[src/vt52_settings.svh]
// screen geometry and control codes of the VT52 command handler, included by RTL and testbench
`ifndef VT52_SETTINGS_SVH
`define VT52_SETTINGS_SVH

// screen size in character cells
`define ROWS 24
`define COLS 80

// widths of row index, column index and buffer address
`define ROW_BITS 5
`define COL_BITS 7
`define ADDR_BITS 11

// first cell of the last row, and the whole circular buffer
`define LAST_ROW ((`ROWS - 1) * `COLS)
`define BUFFER_SIZE (`ROWS * `COLS)

// byte codes the decoder reacts to
`define CHAR_SPACE 8'h20
`define CHAR_BS 8'h08
`define CHAR_LF 8'h0a
`define CHAR_CR 8'h0d
`define CHAR_ESC 8'h1b
`define CHAR_DEL 8'h7f

// Esc Y row and column bytes carry this bias
`define DCA_OFFSET 8'h20

`endif

[src/vt52_pkg.sv]
// shared types of the VT52 command handler, imported by every RTL module
`default_nettype none

`include "vt52_settings.svh"

package vt52_pkg;

   typedef logic [7:0] char_t;
   typedef logic [`ROW_BITS-1:0] row_t;
   typedef logic [`COL_BITS-1:0] col_t;
   typedef logic [`ADDR_BITS-1:0] addr_t;
   // one extra bit so row*COLS+first_char does not overflow
   typedef logic [`ADDR_BITS:0] wide_addr_t;

   typedef enum logic [2:0] {
      st_char,
      st_esc,
      st_row,
      st_col,
      st_dca_wait
   } decoder_state_t;

   typedef enum logic [3:0] {
      op_none,
      op_put,
      op_back,
      op_cr,
      op_lf,
      op_up,
      op_down,
      op_right,
      op_left,
      op_home,
      op_erase_eol,
      op_erase_eos
   } cursor_op_t;

   typedef struct packed {
      cursor_op_t op;
      char_t ch;
   } cursor_cmd_t;

   typedef struct packed {
      col_t x;
      row_t y;
   } cursor_pos_t;

   // result of the Esc Y address pipeline
   typedef struct packed {
      row_t row;
      col_t col;
      addr_t row_addr;
   } dca_target_t;

   // inclusive range of cells to fill with ch
   typedef struct packed {
      char_t ch;
      addr_t first;
      addr_t last;
   } write_req_t;

   typedef struct packed {
      char_t ch;
      addr_t addr;
   } char_write_t;

endpackage

`default_nettype wire

[src/command_decoder.sv]
// escape-sequence FSM, turns input bytes into cursor commands and starts Esc Y addressing
`default_nettype none

`include "vt52_settings.svh"

module command_decoder (
   input wire clk,
   input wire reset,
   input wire vt52_pkg::char_t data,
   input wire valid,
   input wire busy,
   input wire vt52_pkg::cursor_pos_t cursor,
   output logic ready,
   output vt52_pkg::cursor_cmd_t cmd,
   output logic dca_start,
   output vt52_pkg::row_t dca_row,
   output vt52_pkg::col_t dca_col,
   input wire dca_done
);
   import vt52_pkg::*;

   decoder_state_t state;
   decoder_state_t next_state;
   logic consume;
   char_t offset_byte;
   row_t row_in;
   row_t row_q;

   // no input while an erase runs or the Esc Y address is being computed
   assign ready = !busy && (state != st_dca_wait);
   assign consume = valid && ready;

   // coordinate bytes with the bias removed, clamped when out of range
   assign offset_byte = data - char_t'(`DCA_OFFSET);
   assign row_in = (data >= char_t'(`DCA_OFFSET) && data < char_t'(`DCA_OFFSET + `ROWS)) ?
                   row_t'(offset_byte) : cursor.y;
   assign dca_col = (data >= char_t'(`DCA_OFFSET) && data < char_t'(`DCA_OFFSET + `COLS)) ?
                    col_t'(offset_byte) : col_t'(`COLS - 1);
   assign dca_row = row_q;

   always_comb begin
      cmd.op = op_none;
      cmd.ch = data;
      next_state = state;
      dca_start = 1'b0;
      case (state)
         st_char: begin
            if (consume) begin
               if (data >= char_t'(`CHAR_SPACE) && data != char_t'(`CHAR_DEL)) begin
                  cmd.op = op_put;
               end else begin
                  case (data)
                     char_t'(`CHAR_BS): cmd.op = op_back;
                     char_t'(`CHAR_CR): cmd.op = op_cr;
                     char_t'(`CHAR_LF): cmd.op = op_lf;
                     char_t'(`CHAR_ESC): next_state = st_esc;
                     default: ;
                  endcase
               end
            end
         end
         st_esc: begin
            if (consume) begin
               next_state = st_char;
               case (data)
                  "A": cmd.op = op_up;
                  "B": cmd.op = op_down;
                  "C": cmd.op = op_right;
                  "D": cmd.op = op_left;
                  "H": cmd.op = op_home;
                  "K": cmd.op = op_erase_eol;
                  "J": cmd.op = op_erase_eos;
                  "Y": next_state = st_row;
                  // a second escape does not cancel the first
                  char_t'(`CHAR_ESC): next_state = st_esc;
                  default: ;
               endcase
            end
         end
         st_row: begin
            if (consume) begin
               next_state = st_col;
            end
         end
         st_col: begin
            if (consume) begin
               dca_start = 1'b1;
               next_state = st_dca_wait;
            end
         end
         st_dca_wait: begin
            if (dca_done) begin
               next_state = st_char;
            end
         end
         default: next_state = st_char;
      endcase
   end

   always_ff @(posedge clk) begin
      if (reset) begin
         state <= st_char;
      end else begin
         state <= next_state;
      end
   end

   // Esc Y row is held until the column byte arrives
   always_ff @(posedge clk) begin
      if (state == st_row && consume) begin
         row_q <= row_in;
      end
   end

endmodule

`default_nettype wire

[src/dca_address.sv]
// two-stage row address pipeline for Esc Y direct cursor addressing
`default_nettype none

`include "vt52_settings.svh"

module dca_address (
   input wire clk,
   input wire reset,
   input wire start,
   input wire vt52_pkg::row_t row,
   input wire vt52_pkg::col_t col,
   input wire vt52_pkg::addr_t first_char,
   output logic done,
   output vt52_pkg::dca_target_t target
);
   import vt52_pkg::*;

   wide_addr_t sum_q;
   row_t row_q;
   col_t col_q;
   logic stage_valid;

   // stage one, unwrapped row start relative to the first displayed cell
   always_ff @(posedge clk) begin
      sum_q <= wide_addr_t'(row) * wide_addr_t'(`COLS) + wide_addr_t'(first_char);
      row_q <= row;
      col_q <= col;
   end

   // stage two, fold back into the circular buffer
   always_ff @(posedge clk) begin
      target.row <= row_q;
      target.col <= col_q;
      target.row_addr <= (sum_q > wide_addr_t'(`LAST_ROW)) ?
                         addr_t'(sum_q - wide_addr_t'(`BUFFER_SIZE)) : addr_t'(sum_q);
   end

   always_ff @(posedge clk) begin
      if (reset) begin
         stage_valid <= 1'b0;
         done <= 1'b0;
      end else begin
         stage_valid <= start;
         done <= stage_valid;
      end
   end

endmodule

`default_nettype wire

[src/cursor_tracker.sv]
// cursor and scroll state, applies decoded commands and issues buffer write requests
`default_nettype none

`include "vt52_settings.svh"

module cursor_tracker (
   input wire clk,
   input wire reset,
   input wire vt52_pkg::cursor_cmd_t cmd,
   input wire dca_done,
   input wire vt52_pkg::dca_target_t target,
   output vt52_pkg::cursor_pos_t cursor,
   output logic cursor_wen,
   output vt52_pkg::addr_t first_char,
   output logic first_char_wen,
   output vt52_pkg::write_req_t write_req,
   output logic req_valid
);
   import vt52_pkg::*;

   addr_t row_addr;
   addr_t char_addr;
   addr_t row_down;
   addr_t row_up;
   addr_t x_addr;
   logic at_left;
   logic at_right;
   logic at_top;
   logic at_bottom;

   // neighbouring row addresses in the circular buffer
   assign row_down = (row_addr == addr_t'(`LAST_ROW)) ? '0 : row_addr + addr_t'(`COLS);
   assign row_up = (row_addr == '0) ? addr_t'(`LAST_ROW) : row_addr - addr_t'(`COLS);
   assign x_addr = addr_t'(cursor.x);

   assign at_left = (cursor.x == '0);
   assign at_right = (cursor.x == col_t'(`COLS - 1));
   assign at_top = (cursor.y == '0);
   assign at_bottom = (cursor.y == row_t'(`ROWS - 1));

   always_ff @(posedge clk) begin
      if (reset) begin
         cursor <= '0;
         cursor_wen <= 1'b0;
         first_char <= '0;
         first_char_wen <= 1'b0;
         row_addr <= '0;
         char_addr <= '0;
         req_valid <= 1'b0;
      end else begin
         cursor_wen <= 1'b0;
         first_char_wen <= 1'b0;
         req_valid <= 1'b0;
         if (dca_done) begin
            cursor.x <= target.col;
            cursor.y <= target.row;
            row_addr <= target.row_addr;
            char_addr <= target.row_addr + addr_t'(target.col);
            cursor_wen <= (target.col != cursor.x) || (target.row != cursor.y);
         end else begin
            case (cmd.op)
               op_put: begin
                  write_req <= '{ch: cmd.ch, first: char_addr, last: char_addr};
                  req_valid <= 1'b1;
                  // no auto wrap, the last column is overwritten
                  if (!at_right) begin
                     cursor.x <= cursor.x + col_t'(1);
                     char_addr <= char_addr + addr_t'(1);
                     cursor_wen <= 1'b1;
                  end
               end
               op_back, op_left: begin
                  if (!at_left) begin
                     cursor.x <= cursor.x - col_t'(1);
                     char_addr <= char_addr - addr_t'(1);
                     cursor_wen <= 1'b1;
                  end
               end
               op_right: begin
                  if (!at_right) begin
                     cursor.x <= cursor.x + col_t'(1);
                     char_addr <= char_addr + addr_t'(1);
                     cursor_wen <= 1'b1;
                  end
               end
               op_cr: begin
                  if (!at_left) begin
                     cursor.x <= '0;
                     char_addr <= row_addr;
                     cursor_wen <= 1'b1;
                  end
               end
               op_lf: begin
                  row_addr <= row_down;
                  char_addr <= row_down + x_addr;
                  if (!at_bottom) begin
                     cursor.y <= cursor.y + row_t'(1);
                     cursor_wen <= 1'b1;
                  end else begin
                     // scroll, the old top line becomes the new bottom line
                     first_char <= (first_char == addr_t'(`LAST_ROW)) ?
                                   '0 : first_char + addr_t'(`COLS);
                     first_char_wen <= 1'b1;
                     write_req <= '{ch: char_t'(`CHAR_SPACE), first: first_char,
                                    last: first_char + addr_t'(`COLS - 1)};
                     req_valid <= 1'b1;
                  end
               end
               op_down: begin
                  if (!at_bottom) begin
                     cursor.y <= cursor.y + row_t'(1);
                     row_addr <= row_down;
                     char_addr <= row_down + x_addr;
                     cursor_wen <= 1'b1;
                  end
               end
               op_up: begin
                  if (!at_top) begin
                     cursor.y <= cursor.y - row_t'(1);
                     row_addr <= row_up;
                     char_addr <= row_up + x_addr;
                     cursor_wen <= 1'b1;
                  end
               end
               op_home: begin
                  cursor <= '0;
                  row_addr <= first_char;
                  char_addr <= first_char;
                  cursor_wen <= !at_left || !at_top;
               end
               op_erase_eol: begin
                  write_req <= '{ch: char_t'(`CHAR_SPACE), first: char_addr,
                                 last: row_addr + addr_t'(`COLS - 1)};
                  req_valid <= 1'b1;
               end
               op_erase_eos: begin
                  // the screen ends just before the first displayed cell
                  write_req <= '{ch: char_t'(`CHAR_SPACE), first: char_addr,
                                 last: (first_char == '0) ? addr_t'(`BUFFER_SIZE - 1) :
                                       first_char - addr_t'(1)};
                  req_valid <= 1'b1;
               end
               default: ;
            endcase
         end
      end
   end

endmodule

`default_nettype wire

[src/screen_writer.sv]
// character buffer write port, one write per cycle over a wrapping address range
`default_nettype none

`include "vt52_settings.svh"

module screen_writer (
   input wire clk,
   input wire reset,
   input wire vt52_pkg::write_req_t write_req,
   input wire req_valid,
   output vt52_pkg::char_write_t char_write,
   output logic char_wen,
   output logic busy
);
   import vt52_pkg::*;

   addr_t last_q;
   addr_t next_addr;
   logic active;

   assign next_addr = (char_write.addr == addr_t'(`BUFFER_SIZE - 1)) ?
                      '0 : char_write.addr + addr_t'(1);

   // a range request blocks input from its arrival until the last write goes out
   assign busy = (req_valid && (write_req.first != write_req.last)) || active;

   always_ff @(posedge clk) begin
      if (reset) begin
         char_write <= '0;
         char_wen <= 1'b0;
         active <= 1'b0;
      end else begin
         char_wen <= 1'b0;
         if (req_valid) begin
            char_write <= '{ch: write_req.ch, addr: write_req.first};
            char_wen <= 1'b1;
            active <= (write_req.first != write_req.last);
         end else if (active) begin
            char_write.addr <= next_addr;
            char_wen <= 1'b1;
            active <= (next_addr != last_q);
         end
      end
   end

   always_ff @(posedge clk) begin
      if (req_valid) begin
         last_q <= write_req.last;
      end
   end

endmodule

`default_nettype wire

[src/vt52_command_handler.sv]
// top level of the VT52 command handler, connects decoder, tracker, Esc Y pipeline and writer
`default_nettype none

module vt52_command_handler (
   input wire clk,
   input wire reset,
   input wire vt52_pkg::char_t data,
   input wire valid,
   output logic ready,
   output vt52_pkg::char_write_t char_write,
   output logic char_wen,
   output vt52_pkg::cursor_pos_t cursor,
   output logic cursor_wen,
   output vt52_pkg::addr_t first_char,
   output logic first_char_wen
);
   import vt52_pkg::*;

   cursor_cmd_t cmd;
   logic busy;
   logic dca_start;
   row_t dca_row;
   col_t dca_col;
   logic dca_done;
   dca_target_t target;
   write_req_t write_req;
   logic req_valid;

   command_decoder command_decoder_i (
      .clk(clk),
      .reset(reset),
      .data(data),
      .valid(valid),
      .busy(busy),
      .cursor(cursor),
      .ready(ready),
      .cmd(cmd),
      .dca_start(dca_start),
      .dca_row(dca_row),
      .dca_col(dca_col),
      .dca_done(dca_done)
   );

   dca_address dca_address_i (
      .clk(clk),
      .reset(reset),
      .start(dca_start),
      .row(dca_row),
      .col(dca_col),
      .first_char(first_char),
      .done(dca_done),
      .target(target)
   );

   cursor_tracker cursor_tracker_i (
      .clk(clk),
      .reset(reset),
      .cmd(cmd),
      .dca_done(dca_done),
      .target(target),
      .cursor(cursor),
      .cursor_wen(cursor_wen),
      .first_char(first_char),
      .first_char_wen(first_char_wen),
      .write_req(write_req),
      .req_valid(req_valid)
   );

   screen_writer screen_writer_i (
      .clk(clk),
      .reset(reset),
      .write_req(write_req),
      .req_valid(req_valid),
      .char_write(char_write),
      .char_wen(char_wen),
      .busy(busy)
   );

endmodule

`default_nettype wire

[config.mk]
export PLATFORM = sky130hd
export DESIGN_NAME = vt52_command_handler
export DESIGN_NICKNAME = d
export VERILOG_FILES = /design/src/vt52_pkg.sv /design/src/command_decoder.sv /design/src/dca_address.sv /design/src/cursor_tracker.sv /design/src/screen_writer.sv /design/src/vt52_command_handler.sv
export VERILOG_INCLUDE_DIRS = /design/src /design/src/src
export SDC_FILE = /design/constraint.sdc
export NUM_CORES = 1
export LEC_CHECK = 0
export ABC_AREA = 1
export BUFFER_PORTS_ARGS = -buffer_cell sky130_fd_sc_hd__clkbuf_2
export CORE_UTILIZATION = 67
export CTS_BUF_LIST = sky130_fd_sc_hd__clkbuf_2
export CTS_CLUSTER_SIZE = 28
export DETAILED_ROUTE_END_ITERATION = 10
export GPL_TIMING_DRIVEN = 0
export PLACE_DENSITY = 0.86
export SYNTH_ARGS = -nofsm -noshare
export SYNTH_HDL_FRONTEND = slang
export SYNTH_SLANG_ARGS = --single-unit
[constraint.sdc]
create_clock -name clk -period 8.2 [get_ports clk]
set_input_delay 1.64 -clock clk [delete_from_list [all_inputs] [get_ports clk]]
set_output_delay 1.64 -clock clk [all_outputs]
set_load 0.005 [all_outputs]
==> results of run 1 <==
[final cells by class]
cell class	instances	share of cell area [%]
buffer	39	1.77
multi-input combinational	921	50.4
inverter	177	6.41
sequential	155	34.2
clock buffer	17	0.818
tap	180	2.16
clock inverter	15	1.71
antenna	1	0.0240
timing repair buffer	51	2.45
[through the flow]
| stage | area (sq um) | hold WS, ps |
|---|---|---|
| after detailed placement | 10100 | 312 |
| after CTS | 10400 | 328 |
| after global placement | 10100 | 311 |
| after global routing | 10400 | 340 |
| after floorplan | 9660 | 310 |
| final | 10400 | 335 |
[kinds of logic after synthesis]
group	after synthesis
xor gates and xnor gates	59
buffers and inverters	216
AOI/OAI and AO/OA	270
other	1
adders and majority gates	54
DFF	155
muxes	1
and+or+nand+nor	533
[layout by cell type, fill, tap and decap left out, types with 24 or more instances in the layout]
cell type	instances
a21oi_1	84
clkbuf_1	25
clkbuf_2	68
dfxtp_1	109
edfxtp_1	46
ha_1	48
inv_1	154
nand2_1	240
nand3_1	56
nor2_1	143
o21ai_0	93
xnor2_1	24
xor2_1	35
[power groups by stage]
| stage | Combinational (mW) | Sequential [mW] | Clock (mW) |
|---|---|---|---|
| 3_5_place_dp | 0.457 | 0.929 | 0 |
| 5_1_grt | 0.522 | 0.922 | 0.499 |
| 2_1_floorplan | 0.335 | 0.904 | 0 |
| 3_3_place_gp | 0.443 | 0.927 | 0 |
| 6_report | 0.468 | 0.917 | 0.472 |
| 4_1_cts | 0.461 | 0.913 | 0.471 |
[path summary, 6_finish.rpt]
path,cells past startpoint,slack [ps],endpoint,from
max,26,3420,cursor_tracker_i.char_addr[9]$_SDFFE_PP0P_,data[2]
max reg2reg,28,3680,cursor_tracker_i.char_addr[9]$_SDFFE_PP0P_,cursor_tracker_i.write_req[11]$_DFFE_PP_
min,0,340,dca_address_i.target[21]$_DFF_P_,dca_address_i.row_q[3]$_DFF_P_
min reg2reg,0,340,dca_address_i.target[21]$_DFF_P_,dca_address_i.row_q[3]$_DFF_P_
[critical path, delay by kind of cell]
family / cells / cell delay (ps)
and+or+nand+nor: 14 / 1690
buffers and inverters: 3 / 460
AOI/OAI and AO/OA: 8 / 1230
adders and majority gates: 1 / 400
[flip-flops by register name (all words and copies together) (netlist names), 8 cells and up]
| name | count |
|---|---|
| cursor_tracker_i.char_addr | 11 |
| cursor_tracker_i.cursor | 12 |
| cursor_tracker_i.row_addr | 11 |
| cursor_tracker_i.write_req | 30 |
| dca_address_i.sum_q | 8 |
| dca_address_i.target | 19 |
| screen_writer_i.char_write | 19 |
| screen_writer_i.last_q | 11 |
[layer usage]
layer / share of wire [%] / vias up
li1: - / 4462
met1: 41 / 4230
met2: 44 / 586
met3: 12 / 102
met4: 4.0 / 0
met5: 0 / -
==> impl_metrics.yaml, run 1 <==
placed_design:
  dp_hpwl_microns: 22600
  io_buffers: 51
  dp_slack_ps: 2640
  place_congestion: 1.08
  dp_cells: 1523
power:
  p_int_mw: 1.18
  seq_power_share_pct: 49.4
  switchingPower_mw: 0.676
  ir_drop_mv: 0.141
  combPwrFrac_pct: 25.2
  fin_total_pwr_mw: 1.86
  powerDensity_nw_per_um2: 178
  p_sw_share_pct: 36.4
  pwr-share-clk_pct: 25.4
  p_leak_nw: 4.68
setup_path:
  cp.required_ps: 8870
  arrival_ps: 5450
  crit_fanout: 16
  start_kind: "input pin"
  end_kind: "flop"
  crit_path_frequent_cell: "nand2_1"
  cpMaxStageDelayCell: "ha_1"
  worstSetupPathType: "input pin to flop"
  max_stage_delay_ps: 400
cts:
  cts_tree: "yes"
  post_cts_resized: 0
  cts_buffers: 17
  clock_path_buffers: 2
  htreeDepth: 4
  cts_root_buffer: "clkbuf_2"
  cts_hold_buffers: 0
  clk_latency_ps: 790
  cts_sinks: 155
  clk_pin_slew_ps: 260
  post_cts_buffers: 0
floorplanning:
  pin_count: 57
  start_util_pct: 69.0
  die_w_microns: 122
  fp.dieArea_sq_um: 14900
  core_region_area_sq_um: 14000
  die_h_microns: 122
  rows: 43
yosys:
  ys_top_cells_by_count: "nand2_1, inv_1, nor2_1"
  synth_compound_area_share_pct: 16.3
  synth_area_leader_cell: "dfxtp_1"
  netlist_area_sq_um: 9650
  synth_warnings: 0
  async_reset_ff_share_pct: 0
  synth_area_leaders: "dfxtp_1, edfxtp_1, nand2_1"
  yosys.area.top_type_share_pct: 22.6
  syn_avg_cell_area_sq_um: 7.48
  synth_edf_count: 46
  synthSimpleGateAreaFrac_pct: 25.0
  post-synth-top-count-cell: "nand2_1"
  synth-seq-cells: 155
  ys.flop_type: "dfxtp_1"
  synth_cell_types: 57
  synthAdderAreaFrac_pct: 7.47
  yosysSeqAreaShare_pct: 36.9
  syn-instance-count: 1289
  synthMuxAreaShare_pct: 0.117
  synth_top_family_by_area: "simple AND/OR/NAND/NOR gates"
  synth_xor_area_share_pct: 5.36
sta:
  tightest_slew_ps: 1200
  max_freq_mhz: 209
  fin_tns_setup_ps: 0
  skew_ps: 41.0
  slew_headroom_pct: 20.0
  fin_crit_ps: 4780
  hold_viol: 0
  setup_viol: 0
  slew_violations: 0
  layout_setup_ws_ps: 3420
  finalCritPeriodShare_pct: 58.3
  rsz0062_at_grt: "false"
final_layout:
  multiInputGateArea_sq_um: 5250
  regArea_sq_um: 3560
  drive_gt1_share_pct: 11.8
  layout.nets: 1427
  layout.cells.non_filler: 1556
  fill_cells: 1109
  utilization_pct: 74.4
  syn_to_final_growth_pct: 7.85
detailed_routing:
  drc: 2
  wl_per_cell_microns: 18.7
  vias: 9380
  route.final.wire_length_microns: 29100
  drt_iter0_markers: 1091
  drt_first_pass_iters: 9
  routed_via_density: 6.03
  ant_nets: 0
global_route:
  grt_use_met3_pct: 9.83
  gr-total-overflow: 0
  antenna_found_initial: 0
  grt_pass1_vias: 8605
  grt_pass1_wl_microns: 44900
  grt_use_met1_pct: 53.4
  grt_usage_pct: 40.1
  busiest_layer: "met2"
  grt_max_degree: 31
  grt_use_met2_pct: 61.3
run:
  drv_cap: 0
outcome:
  outcome: "finished with violations"
  violations: "DRC"
worst_hold_path:
  worst_hold_path_type: "flop to flop"
Power figures use the tool's default switching activity.
==> inputs of run 2 (changes only) <==
--- a/config.mk
+++ b/config.mk
@@ -8,12 +8,12 @@
 export LEC_CHECK = 0
 export ABC_AREA = 1
 export BUFFER_PORTS_ARGS = -buffer_cell sky130_fd_sc_hd__clkbuf_2
-export CORE_UTILIZATION = 67
+export CORE_UTILIZATION = 58
 export CTS_BUF_LIST = sky130_fd_sc_hd__clkbuf_2
 export CTS_CLUSTER_SIZE = 28
 export DETAILED_ROUTE_END_ITERATION = 10
 export GPL_TIMING_DRIVEN = 0
-export PLACE_DENSITY = 0.86
+export PLACE_DENSITY = 0.79
 export SYNTH_ARGS = -nofsm -noshare
 export SYNTH_HDL_FRONTEND = slang
 export SYNTH_SLANG_ARGS = --single-unit
==> constraint.sdc (replaced) <==
create_clock -name clk -period 4.2 [get_ports clk]
set_input_delay 0.84 -clock clk [delete_from_list [all_inputs] [get_ports clk]]
set_output_delay 0.84 -clock clk [all_outputs]
set_load 0.005 [all_outputs]
==> run 2 against run 1 <==
The run now ends clean. Power increased by 95%. Critical path depth decreased by 1. Clock power grew 87%. First-iteration DRC count is 0.82% lower. Global-route usage is 5.2 points lower. Sequential share of layout area decreased by 0.72 points. Worst setup slack worse by 3100 ps. Combinational power up 100%. Sequential power grew 95%. Register-to-register slack worse by 3300 ps. Non-clock buffer count up 20. Critical path type is now flop to flop.
==> impl_metrics.yaml, run 2 (synthesized netlist as in run 1, its figures left out) <==
global_route:
  grt_pass1_wl_microns: 44000
  grt_pass1_vias: 8291
  grt_usage_pct: 34.9
  antenna_found_initial: 1
  gr-total-overflow: 0
  grt_max_degree: 31
final_layout:
  layout.nets: 1447
  fill_cells: 1393
  design_area_sq_um: 10600
  most-common-layout-cells: "nand2_1, inv_1, nor2_1, dfxtp_1, o21ai_0"
  largest_register_ffs: 30
  layout.cells.non_filler: 1612
  final_common_cell: "nand2_1"
  drive_gt1_share_pct: 13.2
  regMostFlops: "cursor_tracker_i.write_req"
  utilization_pct: 66.2
  syn_to_final_growth_pct: 10.2
  top_regs: "cursor_tracker_i.write_req (30), dca_address_i.target (19), screen_writer_i.char_write (19)"
setup_path:
  start_kind: "flop"
  timing.rr.end: "cursor_tracker_i.char_addr[9]$_SDFFE_PP0P_"
  crit_fanout: 16
  r2r_start: "cursor_tracker_i.write_req[3]$_DFFE_PP_"
  rrSetupSlack_ps: 340
  reg2regPathDepth: 25
  cp.required_ps: 4820
  arrival_ps: 4490
  worstSetupPathType: "flop to flop"
  end_kind: "flop"
sta:
  slew_headroom_pct: 23.3
  setup_viol: 0
  hold_viol: 0
  fin_tns_setup_ps: 0
  max_freq_mhz: 259
  finalCritPeriodShare_pct: 91.9
  fin_crit_ps: 3860
  layout_setup_ws_ps: 339
  slew_violations: 0
  skew_ps: 30.2
  tightest_slew_ps: 1150
  hold_slack_ps: 344
  rsz0062_at_grt: "false"
placed_design:
  dpl_cell_area_sq_um: 10200
  dp_cells: 1559
  place_congestion: 1.09
  io_buffers: 51
  dp_hpwl_microns: 22300
  dp_slack_ps: -520
cts:
  htreeDepth: 4
  cts_root_buffer: "clkbuf_2"
  cts_tree: "yes"
  clk_pin_slew_ps: 220
  clk_latency_ps: 740
  cts_sinks: 155
  clock_path_buffers: 2
  cts_buffers: 17
  cts_hold_buffers: 0
floorplanning:
  die_h_microns: 131
  start_util_pct: 60.1
  fp.dieArea_sq_um: 17200
  die_w_microns: 131
  core_region_area_sq_um: 16100
  pin_count: 57
  rows: 46
detailed_routing:
  ant_nets: 0
  wl_per_cell_microns: 17.7
  drc: 0
  routed_via_density: 5.82
  vias: 9382
  route.final.wire_length_microns: 28600
  drt_iter0_markers: 1082
  drt_first_pass_iters: 6
power:
  p_leak_nw: 4.78
  fin_total_pwr_mw: 3.62
  powerDensity_nw_per_um2: 341
  ir_drop_mv: 0.234
outcome:
  outcome: "finished clean"
worst_hold_path:
  hp-start: "dca_address_i.row_q[2]$_DFF_P_"
  worst_hold_path_type: "flop to flop"
  hold-path-endpoint: "dca_address_i.target[20]$_DFF_P_"
  hold_depth: 0
run:
  drv_cap: 0
==> run 2: cell count changes in the layout (fill, tap and decap cells not counted), sizes merged <==
cell and delta:
buf +20, inv -8, clkbuf +3, clkinv +3
bufinv +1, clkinvlp +1
==> run 2: timing repair <==
action / in CTS / in global routing
setup buffers: 0 / 20
pin swaps: 0 / 6
gates resized for setup: 2 / 9
endpoints found under the setup margin: 2 / 6
==> run 2: final cells by class <==
| cell class | instances | area, sq um | share of cell area (%) |
|---|---|---|---|
| tap | 216 | 270 | 2.54 |
| antenna | 1 | 2.50 | 0.0235 |
| clock buffer | 20 | 100 | 0.941 |
| inverter | 177 | 679 | 6.39 |
| sequential | 155 | 3560 | 33.5 |
| timing repair buffer | 71 | 405 | 3.81 |
| multi-input combinational | 921 | 5280 | 49.6 |
| clock inverter | 12 | 148 | 1.39 |
| buffer | 39 | 184 | 1.73 |
==> run 2: how the worst max path moves through the flow <==
stage / startpoint / endpoint / cells after the start
2_1_floorplan: data[0] / cursor_tracker_i.char_addr[7]$_SDFFE_PP0P_ / 24
3_3_place_gp: data[7] / cursor_tracker_i.char_addr[7]$_SDFFE_PP0P_ / 25
3_5_place_dp: data[2] / cursor_tracker_i.char_addr[9]$_SDFFE_PP0P_ / 26
4_1_cts: cursor_tracker_i.write_req[11]$_DFFE_PP_ / cursor_tracker_i.char_addr[9]$_SDFFE_PP0P_ / 28
5_1_grt: cursor_tracker_i.write_req[9]$_DFFE_PP_ / cursor_tracker_i.char_addr[9]$_SDFFE_PP0P_ / 27
6_report: cursor_tracker_i.write_req[3]$_DFFE_PP_ / cursor_tracker_i.char_addr[9]$_SDFFE_PP0P_ / 25
==> run 2: report_power, final <==
group | internal [mW] | switching [mW]
logic | 0.369 | 0.578
registers | 1.66 | 0.131
clock network | 0.336 | 0.545
total | 2.37 | 1.25
==> run 2: worst max-delay path, cell delays in order (launching register included) <==
cell,delay (ps)
edfxtp_1,470
xnor2_1,190
nand2_1,80
nor2_2,130
nand3_1,130
nand2_4,140
nand3_4,180
nor2_8,200
nand2_1,110
nand2_4,160
clkinv_8,140
ha_4,250
a21oi_1,120
nand2_1,90
nand2_1,100
nand2_1,80
a21oi_2,160
o21ai_0,140
nand2_1,130
nand2_1,60
a21oi_1,160
a21oi_1,80
o21ai_1,160
nand3_1,110
nand2_1,110
a21oi_1,70
==> run 2: routing by layer <==
layer  wire [microns]  GRT usage [%]
met5                0              0
met4             1070           13.7
met3             3120           9.32
met2            12400           53.8
met1            12000           46.6
==> inputs of run 3 (changes only) <==
--- a/config.mk
+++ b/config.mk
@@ -14,6 +14,7 @@
 export DETAILED_ROUTE_END_ITERATION = 10
 export GPL_TIMING_DRIVEN = 0
 export PLACE_DENSITY = 0.79
+export SETUP_SLACK_MARGIN = 0.5
 export SYNTH_ARGS = -nofsm -noshare
 export SYNTH_HDL_FRONTEND = slang
 export SYNTH_SLANG_ARGS = --single-unit
==> run 3 against run 2 <==
Worst setup slack better by 170 ps. Clock power down 14%. Highest routed layer unchanged. Critical path depth up 1.
==> impl_metrics.yaml, run 3 (synthesized netlist as in run 1, its figures left out) <==
final_layout:
  drive_gt1_share_pct: 16.9
  largest_register_ffs: 30
  design_area_sq_um: 11000
  layout.nets: 1471
  syn_to_final_growth_pct: 14.5
  final_common_cell: "nand2_1"
  most-common-layout-cells: "nand2_1, inv_1, nor2_1, dfxtp_1, o21ai_0"
  fill_cells: 1357
  multiInputGateArea_sq_um: 5490
  regArea_sq_um: 3560
  top_regs: "cursor_tracker_i.write_req (30), dca_address_i.target (19), screen_writer_i.char_write (19)"
  regMostFlops: "cursor_tracker_i.write_req"
cts:
  cts_buffers: 17
  cts_tree: "yes"
  clock_path_buffers: 2
  clk_pin_slew_ps: 220
  clk_latency_ps: 760
  cts_root_buffer: "clkbuf_2"
  htreeDepth: 4
  cts_sinks: 155
power:
  combPwrFrac_pct: 30.1
  p_leak_nw: 4.93
  powerDensity_nw_per_um2: 330
  seq_power_share_pct: 49.3
  pwr-share-clk_pct: 20.7
  p_int_mw: 2.35
  ir_drop_mv: 0.232
  p_sw_share_pct: 35.7
  fin_total_pwr_mw: 3.65
  switchingPower_mw: 1.30
sta:
  finalCritPeriodShare_pct: 87.9
  skew_ps: 32.4
  fin_crit_ps: 3690
  tightest_slew_ps: 716
  rsz0062_at_grt: "true"
  hold_viol: 0
  setup_viol: 0
  max_freq_mhz: 271
  slew_headroom_pct: 51.1
  slew_violations: 0
floorplanning:
  core_region_area_sq_um: 16100
  die_w_microns: 131
  rows: 46
  pin_count: 57
  fp.dieArea_sq_um: 17200
  start_util_pct: 60.1
  die_h_microns: 131
setup_path:
  start_kind: "flop"
  crit_fanout: 6
  cp.required_ps: 4890
  worstSetupPathType: "flop to flop"
  arrival_ps: 4380
  end_kind: "flop"
global_route:
  antenna_found_initial: 1
  grt_pass1_wl_microns: 42800
  grt_usage_pct: 33.9
  grt_max_degree: 31
  gr-total-overflow: 0
  grt_pass1_vias: 8155
placed_design:
  io_buffers: 51
  place_congestion: 1.07
  dpl_cell_area_sq_um: 10200
  dp_hpwl_microns: 21900
detailed_routing:
  wl_per_cell_microns: 17.8
  drt_iter0_markers: 1034
  routed_via_density: 5.83
  drt_first_pass_iters: 6
  vias: 9541
  drc: 0
  ant_nets: 0
  route.final.wire_length_microns: 29200
run:
  drv_cap: 0
outcome:
  outcome: "finished clean"
worst_hold_path:
  worst_hold_path_type: "flop to flop"
run 3: layer usage:
metal  share of wire [%]  track usage (%)
met1                  41             44.3
met3                  12             11.3
met2                  44             51.7
met5                   0                0
met4                 4.0             13.7
run 3: area by class of cell:
cell class	instances	share of cell area, %
repair buffers	94	5.68
multi-input cells	921	49.7
flip-flops and latches	155	32.3
plain buffers	39	1.83
clock buffers	20	0.906
repair inverters	1	0.0793
inverters	177	6.18
well taps	216	2.45
clock inverters	12	0.895
diodes	1	0.0226
run 3: final timing paths:
| path | start | to | slack, ps | depth (start not counted) |
|---|---|---|---|---|
| setup reg to reg | cursor_tracker_i.write_req[12]$_DFFE_PP_ | cursor_tracker_i.char_addr[10]$_SDFFE_PP0P_ | 510 | 26 |
| hold reg to reg | dca_address_i.row_q[2]$_DFF_P_ | dca_address_i.target[20]$_DFF_P_ | 320 | 0 |
| setup / recovery | cursor_tracker_i.write_req[12]$_DFFE_PP_ | cursor_tracker_i.char_addr[10]$_SDFFE_PP0P_ | 510 | 26 |
| hold / removal | dca_address_i.row_q[2]$_DFF_P_ | dca_address_i.target[20]$_DFF_P_ | 320 | 0 |
run 3: power groups by stage:
| stage | clock, mW | combinational (mW) | sequential [mW] |
|---|---|---|---|
| finish | 0.754 | 1.10 | 1.80 |
| global placement | 0 | 0.872 | 1.81 |
| detailed placement | 0 | 0.887 | 1.81 |
| global route | 0.830 | 1.20 | 1.80 |
| floorplan | 0 | 0.665 | 1.77 |
| CTS | 0.763 | 0.916 | 1.78 |
run 3: through the flow:
stage / hold slack [ps] / util, % / setup WS (ps) / setup TNS, ps / std cells
2_1_floorplan: 310 / - / 513 / 0 / 1292
3_3_place_gp: 311 / 63.6 / -146 / -464 / 1559
3_5_place_dp: 312 / 63.6 / -188 / -716 / 1559
4_1_cts: 301 / 65.7 / 523 / 0 / 1606
5_1_grt: 287 / 68.8 / 250 / 0 / 1636
6_report: 322 / 68.8 / 509 / 0 / 1636
run 3: critical path, cell delays in order (launching register included):
cell	delay (ps)
edfxtp_1	450
xnor2_1	170
nand2_1	80
nor2_2	160
nand3_2	110
nand2_4	120
buf_12	120
nand3_4	120
nor2_8	180
buf_12	130
nand2_4	60
nand2_8	120
buf_4	150
inv_6	40
buf_4	160
ha_4	300
nand2_2	80
nor2_2	130
nand3_1	110
o2111ai_2	140
xnor2_1	170
nor2_1	70
o21ai_1	130
inv_1	50
nand2_1	50
nand2_1	60
a21oi_1	140
run 3: repair_timing:
item | in CTS | in global routing
buffers inserted | 15 | 28
hold endpoints to repair | 0 | 0
resized for setup | 3 | 51
endpoints found under the setup margin | 6 | 19
hold buffers | 0 | 0
pin swaps | 4 | 34
gates cloned | 0 | 1
